File: src/hdl/soc_pkg.sv
`default_nettype none

package soc_pkg;

	// bus widths
	localparam int addr_width = 32;
	localparam int data_width = 32;

	// led peripheral size
	localparam int led_count = 4;

	// slot field sits at addr[13:12], four slots
	localparam int slot_lsb  = 12;
	localparam int slot_bits = 2;

	// slot 0 is the led driver, the rest are empty
	localparam logic [slot_bits-1:0] led_slot = 2'd0;

	// register offsets inside a slot
	localparam logic [slot_lsb-1:0] reg_led_out   = 12'h000;
	localparam logic [slot_lsb-1:0] reg_led_blink = 12'h004;
	// read-only, returns current pins
	localparam logic [slot_lsb-1:0] reg_led_pins  = 12'h008;

	// clock cycles per blink phase
	localparam int blink_half     = 16;
	localparam int blink_cnt_bits = $clog2(blink_half);

	// host operation
	typedef enum logic {
		op_read  = 1'b0,
		op_write = 1'b1
	} host_op_t;

	// apb master states
	typedef enum logic [1:0] {
		st_idle   = 2'd0,
		st_setup  = 2'd1,
		st_access = 2'd2
	} apb_state_t;

endpackage

`default_nettype wire

File: src/hdl/apb_bridge.sv
`timescale 1ns/1ps
`default_nettype none

module apb_bridge (
	input  logic                            clk,
	input  logic                            reset,
	// host request, one-cycle strobe
	input  logic                            req_valid,
	input  soc_pkg::host_op_t               req_op,
	input  logic [soc_pkg::addr_width-1:0]  req_addr,
	input  logic [soc_pkg::data_width-1:0]  req_wdata,
	// apb master
	output logic                            psel,
	output logic                            penable,
	output logic                            pwrite,
	output logic [soc_pkg::addr_width-1:0]  paddr,
	output logic [soc_pkg::data_width-1:0]  pwdata,
	input  logic [soc_pkg::data_width-1:0]  prdata,
	input  logic                            pready,
	input  logic                            pslverr,
	// host response, one-cycle strobe
	output logic                            resp_valid,
	output logic [soc_pkg::data_width-1:0]  resp_rdata,
	output logic                            resp_err
);
	import soc_pkg::*;

	apb_state_t state;
	apb_state_t state_next;
	logic       start;
	logic       done;

	// new request only taken in idle
	assign start = (state == st_idle) && req_valid;
	// transfer completes on this edge
	assign done = (state == st_access) && pready;

	// bus control straight from state
	assign psel    = (state != st_idle);
	assign penable = (state == st_access);

	always_comb begin
		state_next = state;
		case (state)
			st_idle: begin
				if (req_valid) begin
					state_next = st_setup;
				end
			end
			// setup is always a single cycle
			st_setup: begin
				state_next = st_access;
			end
			// stay in access until slave is ready
			st_access: begin
				if (pready) begin
					state_next = st_idle;
				end
			end
			default: begin
				state_next = st_idle;
			end
		endcase
	end

	always_ff @(posedge clk) begin
		if (reset) begin
			state <= st_idle;
		end else begin
			state <= state_next;
		end
	end

	// capture request, held stable for the whole transfer
	always_ff @(posedge clk) begin
		if (start) begin
			paddr  <= req_addr;
			pwdata <= req_wdata;
			pwrite <= (req_op == op_write);
		end
	end

	// response strobe
	always_ff @(posedge clk) begin
		if (reset) begin
			resp_valid <= 1'b0;
		end else begin
			resp_valid <= done;
		end
	end

	// response payload, zero read data on writes
	always_ff @(posedge clk) begin
		if (done) begin
			resp_rdata <= pwrite ? '0 : prdata;
			resp_err   <= pslverr;
		end
	end

endmodule

`default_nettype wire

File: src/hdl/apb_mux.sv
`timescale 1ns/1ps
`default_nettype none

module apb_mux (
	// from bridge
	input  logic                            psel,
	input  logic                            penable,
	input  logic [soc_pkg::addr_width-1:0]  paddr,
	// back to bridge
	output logic [soc_pkg::data_width-1:0]  prdata,
	output logic                            pready,
	output logic                            pslverr,
	// led driver slot
	output logic                            led_psel,
	input  logic [soc_pkg::data_width-1:0]  led_prdata,
	input  logic                            led_pready
);
	import soc_pkg::*;

	logic [slot_bits-1:0] slot;
	logic                 led_hit;
	logic                 empty_access;

	// slot field from address
	assign slot = paddr[slot_lsb +: slot_bits];

	assign led_hit = (slot == led_slot);

	// select only reaches the led driver for its own slot
	assign led_psel = psel & led_hit;

	// empty slots complete in their first access cycle
	assign empty_access = psel & penable & ~led_hit;

	// return path
	always_comb begin
		if (led_hit) begin
			prdata  = led_prdata;
			pready  = led_pready;
			pslverr = 1'b0;
		end else begin
			// nothing behind slots 1..3, error with zero data
			prdata  = '0;
			pready  = empty_access;
			pslverr = empty_access;
		end
	end

endmodule

`default_nettype wire

File: src/hdl/led_driver.sv
`timescale 1ns/1ps
`default_nettype none

module led_driver (
	input  logic                            clk,
	input  logic                            reset,
	// apb slave
	input  logic                            led_psel,
	input  logic                            penable,
	input  logic                            pwrite,
	input  logic [soc_pkg::addr_width-1:0]  paddr,
	input  logic [soc_pkg::data_width-1:0]  pwdata,
	output logic [soc_pkg::data_width-1:0]  led_prdata,
	output logic                            led_pready,
	// pins
	output logic [soc_pkg::led_count-1:0]   led
);
	import soc_pkg::*;

	logic [slot_lsb-1:0]       offset;
	logic                      wr_en;
	logic [led_count-1:0]      out_reg;
	logic [led_count-1:0]      blink_mask;
	logic [blink_cnt_bits-1:0] blink_cnt;
	logic                      blink_phase;

	// register offset within the slot
	assign offset = paddr[slot_lsb-1:0];

	// no wait states
	assign led_pready = led_psel & penable;

	// write lands on the completing edge
	assign wr_en = led_psel & penable & pwrite;

	always_ff @(posedge clk) begin
		if (reset) begin
			out_reg    <= '0;
			blink_mask <= '0;
		end else if (wr_en) begin
			case (offset)
				reg_led_out:   out_reg    <= pwdata[led_count-1:0];
				reg_led_blink: blink_mask <= pwdata[led_count-1:0];
				// pins register and unused offsets ignore writes
				default: ;
			endcase
		end
	end

	// free-running blink timer
	always_ff @(posedge clk) begin
		if (reset) begin
			blink_cnt   <= '0;
			blink_phase <= 1'b0;
		end else if (blink_cnt == blink_cnt_bits'(blink_half - 1)) begin
			blink_cnt   <= '0;
			blink_phase <= ~blink_phase;
		end else begin
			blink_cnt <= blink_cnt + 1'b1;
		end
	end

	// pins registered, masked bits flip in the set phase
	always_ff @(posedge clk) begin
		if (reset) begin
			led <= '0;
		end else begin
			led <= out_reg ^ (blink_phase ? blink_mask : '0);
		end
	end

	// readback, unused offsets read zero
	always_comb begin
		led_prdata = '0;
		case (offset)
			reg_led_out:   led_prdata[led_count-1:0] = out_reg;
			reg_led_blink: led_prdata[led_count-1:0] = blink_mask;
			reg_led_pins:  led_prdata[led_count-1:0] = led;
			default: ;
		endcase
	end

endmodule

`default_nettype wire

File: src/hdl/led_soc_top.sv
`timescale 1ns/1ps
`default_nettype none

module led_soc_top (
	input  logic                            clk,
	input  logic                            reset,
	// host request
	input  logic                            req_valid,
	input  soc_pkg::host_op_t               req_op,
	input  logic [soc_pkg::addr_width-1:0]  req_addr,
	input  logic [soc_pkg::data_width-1:0]  req_wdata,
	// host response
	output logic                            resp_valid,
	output logic [soc_pkg::data_width-1:0]  resp_rdata,
	output logic                            resp_err,
	// led pins
	output logic [soc_pkg::led_count-1:0]   led
);
	import soc_pkg::*;

	// apb master bus
	logic                  psel;
	logic                  penable;
	logic                  pwrite;
	logic [addr_width-1:0] paddr;
	logic [data_width-1:0] pwdata;
	logic [data_width-1:0] prdata;
	logic                  pready;
	logic                  pslverr;

	// slot 0
	logic                  led_psel;
	logic [data_width-1:0] led_prdata;
	logic                  led_pready;

	apb_bridge bridge0 (
		.clk        (clk        ),
		.reset      (reset      ),
		.req_valid  (req_valid  ),
		.req_op     (req_op     ),
		.req_addr   (req_addr   ),
		.req_wdata  (req_wdata  ),
		.psel       (psel       ),
		.penable    (penable    ),
		.pwrite     (pwrite     ),
		.paddr      (paddr      ),
		.pwdata     (pwdata     ),
		.prdata     (prdata     ),
		.pready     (pready     ),
		.pslverr    (pslverr    ),
		.resp_valid (resp_valid ),
		.resp_rdata (resp_rdata ),
		.resp_err   (resp_err   )
	);

	// slot decode, empty slots answered here
	apb_mux mux0 (
		.psel       (psel       ),
		.penable    (penable    ),
		.paddr      (paddr      ),
		.prdata     (prdata     ),
		.pready     (pready     ),
		.pslverr    (pslverr    ),
		.led_psel   (led_psel   ),
		.led_prdata (led_prdata ),
		.led_pready (led_pready )
	);

	led_driver led0 (
		.clk        (clk        ),
		.reset      (reset      ),
		.led_psel   (led_psel   ),
		.penable    (penable    ),
		.pwrite     (pwrite     ),
		.paddr      (paddr      ),
		.pwdata     (pwdata     ),
		.led_prdata (led_prdata ),
		.led_pready (led_pready ),
		.led        (led        )
	);

endmodule

`default_nettype wire

File: config.mk
export PLATFORM = sky130hd
export DESIGN_NAME = led_soc_top
export DESIGN_NICKNAME = d
export VERILOG_FILES = /design/src/hdl/soc_pkg.sv /design/src/hdl/apb_bridge.sv /design/src/hdl/apb_mux.sv /design/src/hdl/led_driver.sv /design/src/hdl/led_soc_top.sv
export SDC_FILE = /design/constraint.sdc
export NUM_CORES = 1
export LEC_CHECK = 0
export ABC_AREA = 0
export ABC_CLOCK_PERIOD_IN_PS = 5700
export BUFFER_PORTS_ARGS = -buffer_cell sky130_fd_sc_hd__buf_2
export CELL_PAD_IN_SITES_DETAIL_PLACEMENT = 0
export CELL_PAD_IN_SITES_GLOBAL_PLACEMENT = 1
export CORE_MARGIN = 5
export CORE_UTILIZATION = 34
export DETAILED_ROUTE_END_ITERATION = 16
export GPL_ROUTABILITY_DRIVEN = 0
export PLACE_DENSITY_LB_ADDON = 0.2
export RECOVER_POWER = 100
export SETUP_SLACK_MARGIN = 0.05
export SYNTH_ARGS = -nofsm -noshare
export SYNTH_HDL_FRONTEND = slang
export SYNTH_SLANG_ARGS = --single-unit
File: constraint.sdc
create_clock -name clk -period 5.7 [get_ports clk]
set_input_delay 0.57 -clock clk [delete_from_list [all_inputs] [get_ports clk]]
set_output_delay 0.57 -clock clk [all_outputs]
set_load 0.1 [all_outputs]
== After elaboration in Yosys (flattened, before gate mapping) ==
Index checks and enable logic that the tools add are counted.

* Multiplexer cells: 6
* Bitwise logic cells: 8
* Multiply operators: 0
* Add/subtract/negate cells: 1
* Eq/ne operators: 7
* $lt $le $gt $ge: 0
* Shift-type cells: 0
* Reductions and logical operators: 11
* Divide/modulo/power cells: 0

{| class="wikitable"
|+ Operators by type and width
! cell !! number
|-
| equality test 12 x 3 -> 1 bit, second input constant || 1
|-
| equality test 12 x 4 -> 1 bit, second input constant || 1
|-
| zero test 12 bit || 1
|-
| case mux 4 bit (3 select lines) || 1
|-
| case mux 2 bit (3 select lines) || 1
|-
| AND reduction 2 bit || 3
|-
| AND 1 bit || 5
|-
| adder 4 x 1 -> 4 bit, second input constant || 1
|-
| equality test 4 bit, second input constant || 1
|-
| zero test 2 bit || 2
|-
| two-way mux 2 bit || 2
|-
| two-way mux 4 bit || 1
|-
| inequality test 2 bit, second input constant || 2
|-
| OR reduction 2 bit || 2
|-
| bitwise XOR 4 bit || 1
|-
| equality test 2 x 1 -> 1 bit, second input constant || 1
|-
| equality test 2 bit, second input constant || 1
|-
| logical AND 1 bit || 2
|-
| inverter 1 bit || 2
|-
| nonzero test 2 bit || 1
|-
| two-way mux 1 bit || 1
|}

* Word-level logic and storage cells: 46
* Output and inout bits: 38
* Bits in latches: 0
* Memory bits (writable): 0
* Memories: 0
* Register bits after elaboration: 72
* Memory bits (read-only): 0
* Bits of input ports: 68

== Logic depth before layout (Yosys ltp) ==
Gate-level depths: netlist of run 1.

* Depth in word-level cells: 6
* Mapped depth: 5
* Depth with buffers taken out: 4

== Hierarchy ==
Synthesis of run 1 repeated with hierarchy kept, for this count alone.

* Cell total of the unflattened synthesis: 305
* Area total of the unflattened synthesis: 4658.2 um^2

{| class="wikitable"
|+ By module, submodules not included
! module !! times used !! cells each !! area each (um^2) !! sequential area each (um^2)
|-
| apb_bridge || 1 || 145 || 3291.9 || 3002.9
|-
| led_driver || 1 || 121 || 1097.3 || 340.3
|-
| apb_mux || 1 || 39 || 269.0 || 0.0
|}

== Worst setup path after synthesis of run 1 ==
OpenSTA, ideal clock, no wires.

* Path type: input port to flip-flop
* Start: input req_valid
* End: register bridge0.paddr[0] (netlist bit) (enable)
* Slack: 3222 ps
* Path buffers: 0
* Cell stages on the path: 1
* Required time: 5275 ps
* Arrival time: 2054 ps
* Path through: nor3b_1

* Word-level cells in the longest chain between the ends: 1

{| class="wikitable"
|+ Ends and longest elaborated chain
! what !! line !! RTL
|-
| start, declared || led_soc_top.sv:8 || <nowiki>input logic req_valid,</nowiki>
|-
| logical AND 1 bit || apb_bridge.sv:34 || <nowiki>assign start = (state == st_idle) && req_valid;</nowiki>
|-
| end signal, assigned || apb_bridge.sv:77 || <nowiki>paddr <= req_addr;</nowiki>
|-
| end, declared || apb_bridge.sv:16 || <nowiki>output logic [soc_pkg::addr_width-1:0] paddr,</nowiki>
|}

Every way passes these cells.
A chain may end at the register's enable or synchronous reset.

== Final worst setup path of run 1 ==
* Start: register led0.led[0] (netlist bit)
* End: output led[0] (netlist bit)

{| class="wikitable"
|+ RTL lines
! what !! line !! RTL
|-
| start, declared || led_driver.sv:16 || <nowiki>output logic [soc_pkg::led_count-1:0] led</nowiki>
|-
| start signal, assigned || led_driver.sv:68 || <nowiki>led <= out_reg ^ (blink_phase ? blink_mask : '0);</nowiki>
|-
| end, declared || led_soc_top.sv:17 || <nowiki>output logic [soc_pkg::led_count-1:0] led</nowiki>
|}

No word-level cell between the ends.

==> results of run 1 <==
per-layer routing:
metal	track usage, %	vias to the layer above	routed length [um]
met2	14.46	45	1374
met1	9.951	488	1334
met5	0	-	0
li1	-	568	-
met4	4.094	0	57
met3	3.751	6	257
metrics by stage:
| step | cell area [sq um] | cells | util, % | worst slack (ns) |
|---|---|---|---|---|
| 2_1_floorplan | 1959 | 187 | - | 3.222 |
| 3_3_place_gp | 1972 | 258 | 36.48 | 4.123 |
| 3_5_place_dp | 1972 | 258 | 36.48 | 4.061 |
| 4_1_cts | 2056 | 266 | 38.03 | 4.045 |
| 5_1_grt | 2027 | 266 | 37.50 | 3.551 |
| 6_report | 2027 | 266 | 37.50 | 3.623 |
cells by family (layout without fill, tap and decap cells):
logic type      Yosys count  count (layout)
other cells               1              28
fa+ha+maj                 1               1
xor+xnor                  6               6
buf+inv                  35              42
simple gates             44              44
flops                    44              44
mux                       4               4
compound gates           25              25
synth_stat cells:
| cell | instances | area (sq um) |
|---|---|---|
| sky130_fd_sc_hd__buf_4 | 28 | 210.2 |
| sky130_fd_sc_hd__edfxtp_1 | 24 | 720.7 |
| sky130_fd_sc_hd__dfxtp_1 | 20 | 400.4 |
| sky130_fd_sc_hd__nor2_1 | 17 | 63.81 |
| sky130_fd_sc_hd__a21oi_1 | 13 | 65.06 |
| sky130_fd_sc_hd__nand3_1 | 9 | 45.04 |
| sky130_fd_sc_hd__o21ai_0 | 8 | 40.04 |
| sky130_fd_sc_hd__xor2_1 | 5 | 43.79 |
| sky130_fd_sc_hd__mux2i_1 | 4 | 40.04 |
| sky130_fd_sc_hd__nand2_1 | 4 | 15.01 |
| sky130_fd_sc_hd__nor2b_1 | 3 | 18.77 |
| sky130_fd_sc_hd__nor4_2 | 3 | 37.54 |
| sky130_fd_sc_hd__a31oi_1 | 2 | 12.51 |
| sky130_fd_sc_hd__buf_6 | 2 | 22.52 |
| sky130_fd_sc_hd__inv_1 | 2 | 7.510 |
| sky130_fd_sc_hd__nand4_1 | 2 | 12.51 |
| sky130_fd_sc_hd__nor3b_1 | 2 | 15.01 |
| sky130_fd_sc_hd__a21o_1 | 1 | 7.510 |
| sky130_fd_sc_hd__a311oi_1 | 1 | 8.760 |
| sky130_fd_sc_hd__and2_1 | 1 | 6.260 |
| sky130_fd_sc_hd__and4_1 | 1 | 8.760 |
| sky130_fd_sc_hd__and4bb_2 | 1 | 12.51 |
| sky130_fd_sc_hd__buf_1 | 1 | 3.750 |
| sky130_fd_sc_hd__buf_2 | 1 | 5.000 |
| sky130_fd_sc_hd__clkbuf_1 | 1 | 3.750 |
| sky130_fd_sc_hd__conb_1 | 1 | 3.750 |
| sky130_fd_sc_hd__ha_1 | 1 | 12.51 |
| sky130_fd_sc_hd__nand2b_1 | 1 | 6.260 |
| sky130_fd_sc_hd__xnor2_1 | 1 | 8.760 |
power by group:
group / switching (mW) / internal (mW)
clock: 0.0981 / 0.0849
combinational: 0.0991 / 0.0105
sequential: 0.00866 / 0.348
final cells by class:
class	count	share of cell area [%]
Clock buffer	6	3.580
Clock inverter	2	0.5556
Inverter	2	0.3704
Multi-Input combinational cell	108	28.58
Sequential cell	44	55.31
Tap cell	72	4.444
Timing Repair Buffer	32	7.160
path summary, 6_finish.rpt:
check,slack (ns),to,start,cells past startpoint
max reg2reg,3.78,bridge0.pwdata[1],bridge0.state[1],2
min reg2reg,0.48,bridge0.state[1],bridge0.state[1],1
max,3.62,led[0],led0.led[0],1
min,0.45,bridge0.pwdata[3],req_wdata[3],1
==> out/summary.md, run 1 <==
For the count of final max-slew check failures, the log shows 0. The wire-length estimate of the detail-placed layout is 2306 um. The run finished with clean final reports.

TritonCTS built the clock tree. The tools report the kind of end point of the critical path as an output port. The tools report the via count of the first global-routing pass as 1137. The number of different library cells used by synthesis comes to 29.

After routing, the total negative slack on setup checks comes to 0 ns. STA classifies the critical path startpoint as a flip-flop. Area of the multi-input gates: 579.3 sq um. The total of flip-flops plus latches after synthesis is 44, and the number of design-rule violations left by the first detailed-router iteration is 43. The maximum clock insertion buffer count was 2; the post-synthesis xor/xnor area fraction was 2.828%. The layout overhead on the synthesized area is 9.091%.

After filler insertion, the fill cell instance count of the layout stands at 543. The minimum clock period after layout was 2.077 ns. The port buffer count is 31. The die is 83.93 um tall.

Required time at the worst-slack endpoint: 5.13 ns. The detailed-routing iteration count for the pre-antenna-repair pass came out at 3. Leading cell type in the layout, fill and taps excluded: sky130_fd_sc_hd__conb_1.

The final critical path takes up 36.44% of the cycle. The number of setup buffers added after CTS is 0. Clock latency on the worst-skew pair, taken at its later pin, is 0.29 ns.

Global-route wire length before repair: 4926 um. The number of antenna violations at the first check in global routing is 0. For this run, the number of Yosys warnings is 0. Leaving out fill and tap cells, the most frequent cells in the layout are sky130_fd_sc_hd__conb_1 (28), sky130_fd_sc_hd__edfxtp_1 (24), sky130_fd_sc_hd__dfxtp_1 (20), sky130_fd_sc_hd__buf_2 (20), sky130_fd_sc_hd__nor2_1 (17). The total chip power is 649.4 uW.

Summing the areas of all compound-gate instances in the mapped netlist gives 7.205% of the synthesized area. In this run the worst hold path is classified as in2reg. The worst setup path is of the reg2out kind.

The share of synthesized area spent on multiplexers works out to 2.155%. For the number of cells produced by synthesis, the log shows 160. Using the TritonRoute via totals, the vias-per-cell ratio works out to 4.162. The count of nets left with antenna violations after detail routing is 0. By area, the combinational part of the netlist is dominated by buffers and inverters. The tools report the number of diodes as 0. Sequential cells were found to cover 60.34% of the synthesized design area. The tools report the master cell of the clock root buffer as sky130_fd_sc_hd__clkbuf_8. The floorplan has 27 rows.

Gates resized during post-CTS repair numbered 0. The achievable clock frequency came out at 481.5 MHz. Global routing finished with a remaining overflow of 0. Broken down by cell family, the worst path's largest delay share belongs to buffers and inverters. The relative max-transition margin was 21.42%.

Walking the worst path, the cells encountered are clkbuf_1. Area share of fa/ha/maj cells after synthesis: 0.6734%. The combined area of all synthesized cells was 0.001858 sq mm; the ratio of cells with drive above 1 in the final layout was 14.95%. Summing all flip-flop and latch instances after layout gives 0.001121 sq mm. The logs give 3023 um for the detailed-route wire length and 1.51 ns for the worst endpoint data arrival time.

For the final database, setup skew stands at 0.002196 ns. The logs give 8.843% for the total global-route track usage and 0 for the hold buffer count at CTS. A synthesized cell averages 11.61 sq um. The worst stage delay on the critical path was 0.87 ns. Core box area: 0.005405 sq mm.

After clock tree synthesis, the clock-pin slew on the worst setup and hold paths is 0.08 ns. The logs give 2 for the maximum level of the CTS H-tree and 44 for the sink count of the clock tree. The count of buffering cells on the critical path with inverters included is 1, and the x dimension of the die is 83.93 um.

Setup repair after global routing left no endpoint under its margin. The synthesized netlist devotes 13.00% of its cell area to simple gates. The tool flagged a number of max-cap violations equal to 0. In this run the worst path has a maximum fanout of 2.

The routed layout has 1107 vias. The number of buffers created by CTS was 5; the static power due to leakage was 0.7600 nW. For the pin with the worst max-slew slack, the measured transition is 1.184 ns. Hold timing on the final database bottoms out at a slack of 0.4512 ns.

The power density over the cells was 320.4 mW/mm^2; the largest net degree at the start of global routing was 20. The largest individual stage delay along the critical path comes from the cell sky130_fd_sc_hd__clkbuf_1. The tools report the effective utilization at floorplan as 34.38%. The top register by number of flip-flops is bridge0.paddr. After detailed routing, the average wire length per cell comes to 11.36 um. The final net count came out at 262. The register with the most flip-flops in the layout has 14 of them. Area enclosed by the die boundary: 0.007043 sq mm. For this run, design rule violations remaining after detail routing come to 0. Setup violations remaining at the end of the flow were counted as 0. The run gives 0 as the number of failing hold endpoints at the final stage. Across the VDD grid, the largest voltage drop is 0.1577 mV. In this run the count of I/O pins placed on the die edge is 106.
(Power assumes the default switching activity.)
==> run 2, diff against run 1 <==
Settings changed: ABC_CLOCK_PERIOD_IN_PS 5700 to 1800, CORE_UTILIZATION 34 to 29.
Clock period 5.7 ns to 1.8 ns, I/O delays scaled along.
==> run 2 against run 1 <==
Net effect:
- via count increased by 2.5%
- clock skew up 0.00094 ns
- sequential share of layout area is 1.3 points lower
- clock-buffer cell count fell by 1
- non-clock buffer count up 2
- total power rose to 3.2 times the previous value
- clock power rose to 3.3 times the previous value
- global-route usage fell by 0.59 points
==> out/summary.md, run 2 (synthesis results as in run 1) <==
For this run, design rule violations remaining after detail routing come to 0. The post-CTS clock slew at the launch and capture registers of the worst setup and hold paths is 0.08 ns. Between clock sinks in the finished design, the worst skew comes to 0.003133 ns. Setup repair after global routing left no endpoint under its margin. The x dimension of the die works out to 90.05 um. For the total global-route track usage, the log shows 8.255%. The register with the most flip-flops in the layout has 14 of them.

Max capacitance violation total: 0. TritonCTS built the clock tree. Leading cell type in the layout, fill and taps excluded: sky130_fd_sc_hd__conb_1. The longest clock path from root to sink contains 2 buffers.

During placement, the flow inserted port buffers numbering 31. CTS placed an instance of sky130_fd_sc_hd__clkbuf_8 at the clock tree root. Once the floorplan was initialized, standard cells occupied 29.60% of the core. Largest fanout of any net on the critical path: 8. The final setup TNS is 0 ns, and the height of the die is 90.05 um. Data arrives at the worst endpoint at 1.81 ns. The number of cells in the design after placement was 264; the ratio of cells with drive above 1 in the final layout was 23.47%. The logs give 0 for the number of antenna violations at the first check in global routing and 2.02 ns for the required time at the worst-slack endpoint. The area enclosed by the die boundary is 0.008108 sq mm, and the layout filler cell count is 649. bridge0.paddr holds more flip-flops than any other register. In this run the number of H-tree levels came out at 2. The final critical-path share of the clock period is 88.57%.

The worst setup path is captured at a flip-flop. The total congestion overflow is 0, and the later-pin clock latency in the skew report is 0.29 ns. The multi-input combinational cells in the finished layout cover a total of 586.8 sq um. The placed wire-length estimate after detailed placement is 2380 um.

By startpoint and endpoint, the worst setup path is classified as reg2reg. The minimum clock period after layout is 1.594 ns, and the I/O pin total is 106. Dividing total power by cell area gives a power density of 1000 mW/mm^2. The tools report the number of failing setup endpoints in the final timing report as 0. Once detail routing completed, the nets flagged for antenna violations numbered 0. Worst-case vdd ir drop: 0.3155 mV. The number of failing hold endpoints at the final stage came out at 0. The first global-routing pass estimated 5478 um of wire. The routed layout has 1135 vias. The finished layout holds 273 standard cells, fillers aside. The run gives 29 as the cell row count. The run gives 4 as the detailed-routing iteration count for the pre-antenna-repair pass. The core box area is 0.006277 sq mm, and the static power due to leakage is 0.8082 nW. From synthesis to final layout, the design area changed by 11.78%. The tools report the sequential cell area as 0.001121 sq mm.

The flow ran to the end, and the final reports show no timing, DRC or antenna violations. The number of antenna diodes in the final layout is 0. The final net count is 264.

Using the TritonRoute via totals, the vias-per-cell ratio works out to 4.158. Path class of the lowest-slack min-delay path: in2reg. Based on the critical path, the design can be clocked at up to 627.3 MHz.

The tools report the final worst hold slack as 0.05544 ns. In the layout the commonest cells are sky130_fd_sc_hd__conb_1 (28), sky130_fd_sc_hd__edfxtp_1 (24), sky130_fd_sc_hd__buf_2 (21). Detailed-route wire length: 3116 um. The count of final max-slew check failures is 0, and the routed wirelength normalized by instance count is 11.41 um.

The largest net degree at the start of global routing is 20. The transition time of the tightest slew-check pin was 0.6635 ns; the relative max-transition margin was 55.67%. The worst setup path is launched from a flip-flop.

The run gives 5 as the number of buffers created by CTS. For the via count of the first global-routing pass, the log shows 1186. The sink count of the clock tree was 44; the number of design-rule violations left by the first detailed-router iteration was 50. The tools report the total chip power as 2.078 mW.
run 2: cell count changes in the layout (fill, tap and decap cells not counted), sizes merged:
| cell | before | now |
|---|---|---|
| clkbuf | 18 | 15 |
| clkinvlp | 1 | 2 |
| buf | 20 | 24 |
run 2: where the power goes:
part | internal, mW | total, mW | switching [mW]
combinational | 0.0381 | 0.354 | 0.316
clock | 0.268 | 0.595 | 0.328
sequential | 1.10 | 1.13 | 0.0266
run 2: area by class of cell:
type | instances | share of cell area [%]
inverter | 2 | 0.3614
tap | 77 | 4.639
clock buffer | 5 | 3.313
sequential | 44 | 53.98
clock inverter | 3 | 0.9036
multi-input combinational | 108 | 28.25
timing repair buffer | 34 | 8.554
run 2: routing by layer:
layer	GRT usage, %	part of all wire [%]	vias to the layer above
met5	0	0	-
met2	13.11	46	48
met4	3.102	0.87	0
li1	-	-	570
met1	9.750	43	515
met3	3.756	9.5	2
run 2: metrics by stage:
stage,utilization (%),instance area (sq um),setup WS [ns]
global placement,31.63,1986,0.2502
detailed placement,31.63,1986,0.1690
finish,33.09,2077,0.2058
floorplan,-,1964,0.2422
CTS,33.03,2073,0.1526
global route,33.09,2077,0.05722
run 2: what timing repair did:
action / 4_1_cts / 5_1_grt
resized for setup: 0 / 1
hold buffers: 0 / 0
buffers inserted: 0 / 1
hold endpoints to repair: 0 / 0
endpoints found under the setup margin: 0 / 8
run 2: path summary, 6_finish.rpt:
| path | depth (start not counted) | end | slack (ns) | startpoint |
|---|---|---|---|---|
| setup / recovery | 4 | led0.blink_mask[0] | 0.21 | bridge0.paddr[13] |
| hold / removal | 1 | bridge0.paddr[10] | 0.06 | req_addr[10] |
| setup reg to reg | 4 | led0.blink_mask[0] | 0.21 | bridge0.paddr[13] |
| hold reg to reg | 1 | bridge0.state[1] | 0.48 | bridge0.state[1] |
run 2: critical path, stage by stage (launching register included):
cell and delay [ns]:
sky130_fd_sc_hd__edfxtp_1 0.41, sky130_fd_sc_hd__nor4_2 0.42, sky130_fd_sc_hd__and4_2 0.40, sky130_fd_sc_hd__nand3_1 0.10
sky130_fd_sc_hd__a21oi_1 0.19
==> run 3, diff against run 2 <==
Settings changed: REMOVE_ABC_BUFFERS set to 1.
==> run 3 against run 2 <==
Net effect:
- setup slack worse by 0.026 ns
- clock-buffer cell count stayed put
- hold slack better by 0.00096 ns
- maximum frequency is 1.6% lower
- sequential power hardly changed
- register-to-register slack worse by 0.03 ns
- first-iteration DRC count is 46% lower
==> out/summary.md, run 3 (synthesis results as in run 1) <==
The run finished with clean final reports. The x dimension of the die is 90.05 um. The transition time of the tightest slew-check pin is 0.8662 ns. The most critical setup path has its endpoint at led0.out_reg[3]. The I/O pin total is 106, and the sequential fraction of design power is 50.7%.

The run gives 0.008108 sq mm as the area enclosed by the die boundary. The run gives 42.13% as the relative max-transition margin. Setup violations remaining at the end of the flow were counted as 0. The share of total power consumed by net switching came out at 30.14%. STA puts the critical path data arrival time at 1.79 ns. Counting the buffers created by CTS gives 5.

The logs give 33.49% for the core occupancy in the finished layout and 643 for the layout filler cell count. In the final layout, the multi-input gates occupy 585.6 sq um. The routed wirelength normalized by instance count came out at 11.74 um. For this configuration, the core starts out at a cell density of 29.60%. In the routed design, unresolved DRC markers number 0.

The library cell used most frequently in the layout, excluding fill and tap cells, is sky130_fd_sc_hd__conb_1. Kind of end point of the critical path: a flip-flop. Once the clock tree was built, the setup fixing pass inserted 0 buffers.

For this design the total switching power over the nets is 671.3 uW. The power density over the cells came out at 1060 mW/mm^2. The tools report the placed cell area as 0.001998 sq mm.

Launch point of the worst path: bridge0.paddr[13]. Across every metal layer, demand over resource in global routing totals 7.922%. For the worst flop-to-flop path, the logic depth is 4.

TritonCTS built the clock tree. Leaving out fill and tap cells, the most frequent cells in the layout are sky130_fd_sc_hd__conb_1 (28), sky130_fd_sc_hd__edfxtp_1 (24), sky130_fd_sc_hd__dfxtp_1 (20), sky130_fd_sc_hd__buf_2 (20), sky130_fd_sc_hd__nor2_1 (17). Number of failing hold endpoints at the final stage: 0. Setup repair after global routing left no endpoint under its margin. The finished cells cover 0.002102 sq mm.

Of the total power, combinational logic draws 16.2%. The worst register-to-register path has a setup slack of 0.18 ns. For the sink count of the clock tree, the log shows 44. The layout overhead on the synthesized area is 13.13%, and the final net count is 263. The detailed router placed 1138 vias in this run.

The required time at the worst-slack endpoint was 1.97 ns; the count of final max-slew check failures was 0. For the later-pin clock latency in the skew report, the log shows 0.29 ns. For the max capacitance violation total, the log shows 0. For the finished layout, the period the worst path requires is 1.620 ns.

The number of design-rule violations left by the first detailed-router iteration was 27. The clock tree skew after final layout was 0.007069 ns; the final setup TNS was 0 ns. The worst hold path belongs to the class in2reg. In this run the worst path has a maximum fanout of 8. The number of antenna violations at the first check in global routing was 0; the achievable clock frequency was 617.3 MHz. The worst register-to-register path begins at bridge0.paddr[13].

The final layout contains routed wiring with a total length of 3193 um. Maximum clock insertion buffer count: 2. The via count of the first global-routing pass is 1092, and the via count normalized by instance count is 4.184. The total congestion overflow was 0. The global-route wire length before repair is 5140 um, and the post-CTS clock slew at the launch and capture registers of the worst setup and hold paths is 0.08 ns. 0 antenna diodes ended up in the layout. The total chip power was 2.227 mW. For the detailed-routing iteration count for the pre-antenna-repair pass, the log shows 4. The final critical-path share of the clock period is 90.00%. The sequential cell area was 0.001121 sq mm. The ratio of cells with drive above 1 in the final layout came out at 22.56%. For the core box area, the log shows 0.006277 sq mm. The share of total power dissipated in the clock network is 33.1%. The worst-case vdd ir drop was 0.3946 mV; the flip-flop count of the largest register after layout was 14. CTS built an H-tree with a depth of 2. Entering global routing, the biggest net connects 20 pins. Measured along the y axis, the die boundary spans 90.05 um. Kind of critical path: reg2reg. Detailed placement finished with a half-perimeter wire length of 2455 um.

The port buffer count is 31. The endpoint identified for the worst register-to-register timing path is led0.out_reg[3]. The master cell of the clock root buffer is sky130_fd_sc_hd__clkbuf_8. Type of element launching the critical path: a flip-flop.

In this run the remaining antenna-violating nets after routing total 0. Summed over all cells, the static leakage comes to 0.8259 nW. The run gives 1.556 mW as the internal power of the cells. Top register by number of flip-flops: bridge0.paddr. In this run the core area contains 29 standard-cell rows.
run 3: final cells by class:
type                       instances  area share (%)
clock buffer                       5           3.274
inverter                           2          0.3571
multi-input combinational        108           27.86
sequential                        44           53.33
tap                               77           4.583
timing repair buffer              33           8.631
clock inverter                     3           1.964
run 3: critical path, cell delays in order, from the launching register on:
cell	delay [ns]
sky130_fd_sc_hd__edfxtp_1	0.41
sky130_fd_sc_hd__nor4_2	0.42
sky130_fd_sc_hd__nand4_1	0.32
sky130_fd_sc_hd__o21ai_0	0.27
sky130_fd_sc_hd__a21oi_1	0.08
run 3: worst min-delay path by stage:
stage	startpoint	depth (start not counted)	to
after global routing	req_addr[2]	1	bridge0.paddr[2]
after global placement	req_addr[10]	1	bridge0.paddr[10]
after detailed placement	req_wdata[1]	1	bridge0.pwdata[1]
after floorplan	reset	1	led0.blink_mask[0]
after CTS	req_wdata[1]	1	bridge0.pwdata[1]
final	req_addr[2]	1	bridge0.paddr[2]
run 3: power by group through the flow:
stage	sequential, mW	combinational, mW	clock, mW
after global placement	1.15	0.356	0
after floorplan	1.17	0.288	0
final	1.13	0.360	0.738
after global routing	1.13	0.373	0.805
after CTS	1.13	0.361	0.764
after detailed placement	1.15	0.361	0
run 3: metrics by stage:
stage | cells | hold WS (ns) | worst slack, ns
finish | 272 | 0.05641 | 0.1799
global route | 272 | 0.03712 | 0.06019
CTS | 272 | 0.04144 | 0.1685
detailed placement | 264 | 0.3587 | 0.1915
global placement | 264 | 0.3569 | 0.2334
floorplan | 154 | 0.2491 | -0.4322
run 3: routing by layer:
metal | up-vias | GRT usage [%] | part of all wire, %
li1 | 568 | - | -
met1 | 510 | 8.811 | 40
met2 | 58 | 12.50 | 49
met3 | 2 | 3.589 | 10
met4 | 0 | 4.467 | 0.91
met5 | - | 0 | 0
run 3: timing repair:
| action | 4_1_cts | 5_1_grt |
|---|---|---|
| hold buffers | 0 | 0 |
| setup endpoints to repair | 0 | 1 |
| endpoints found under the hold margin | 0 | 0 |
| gates resized for setup | 0 | 0 |
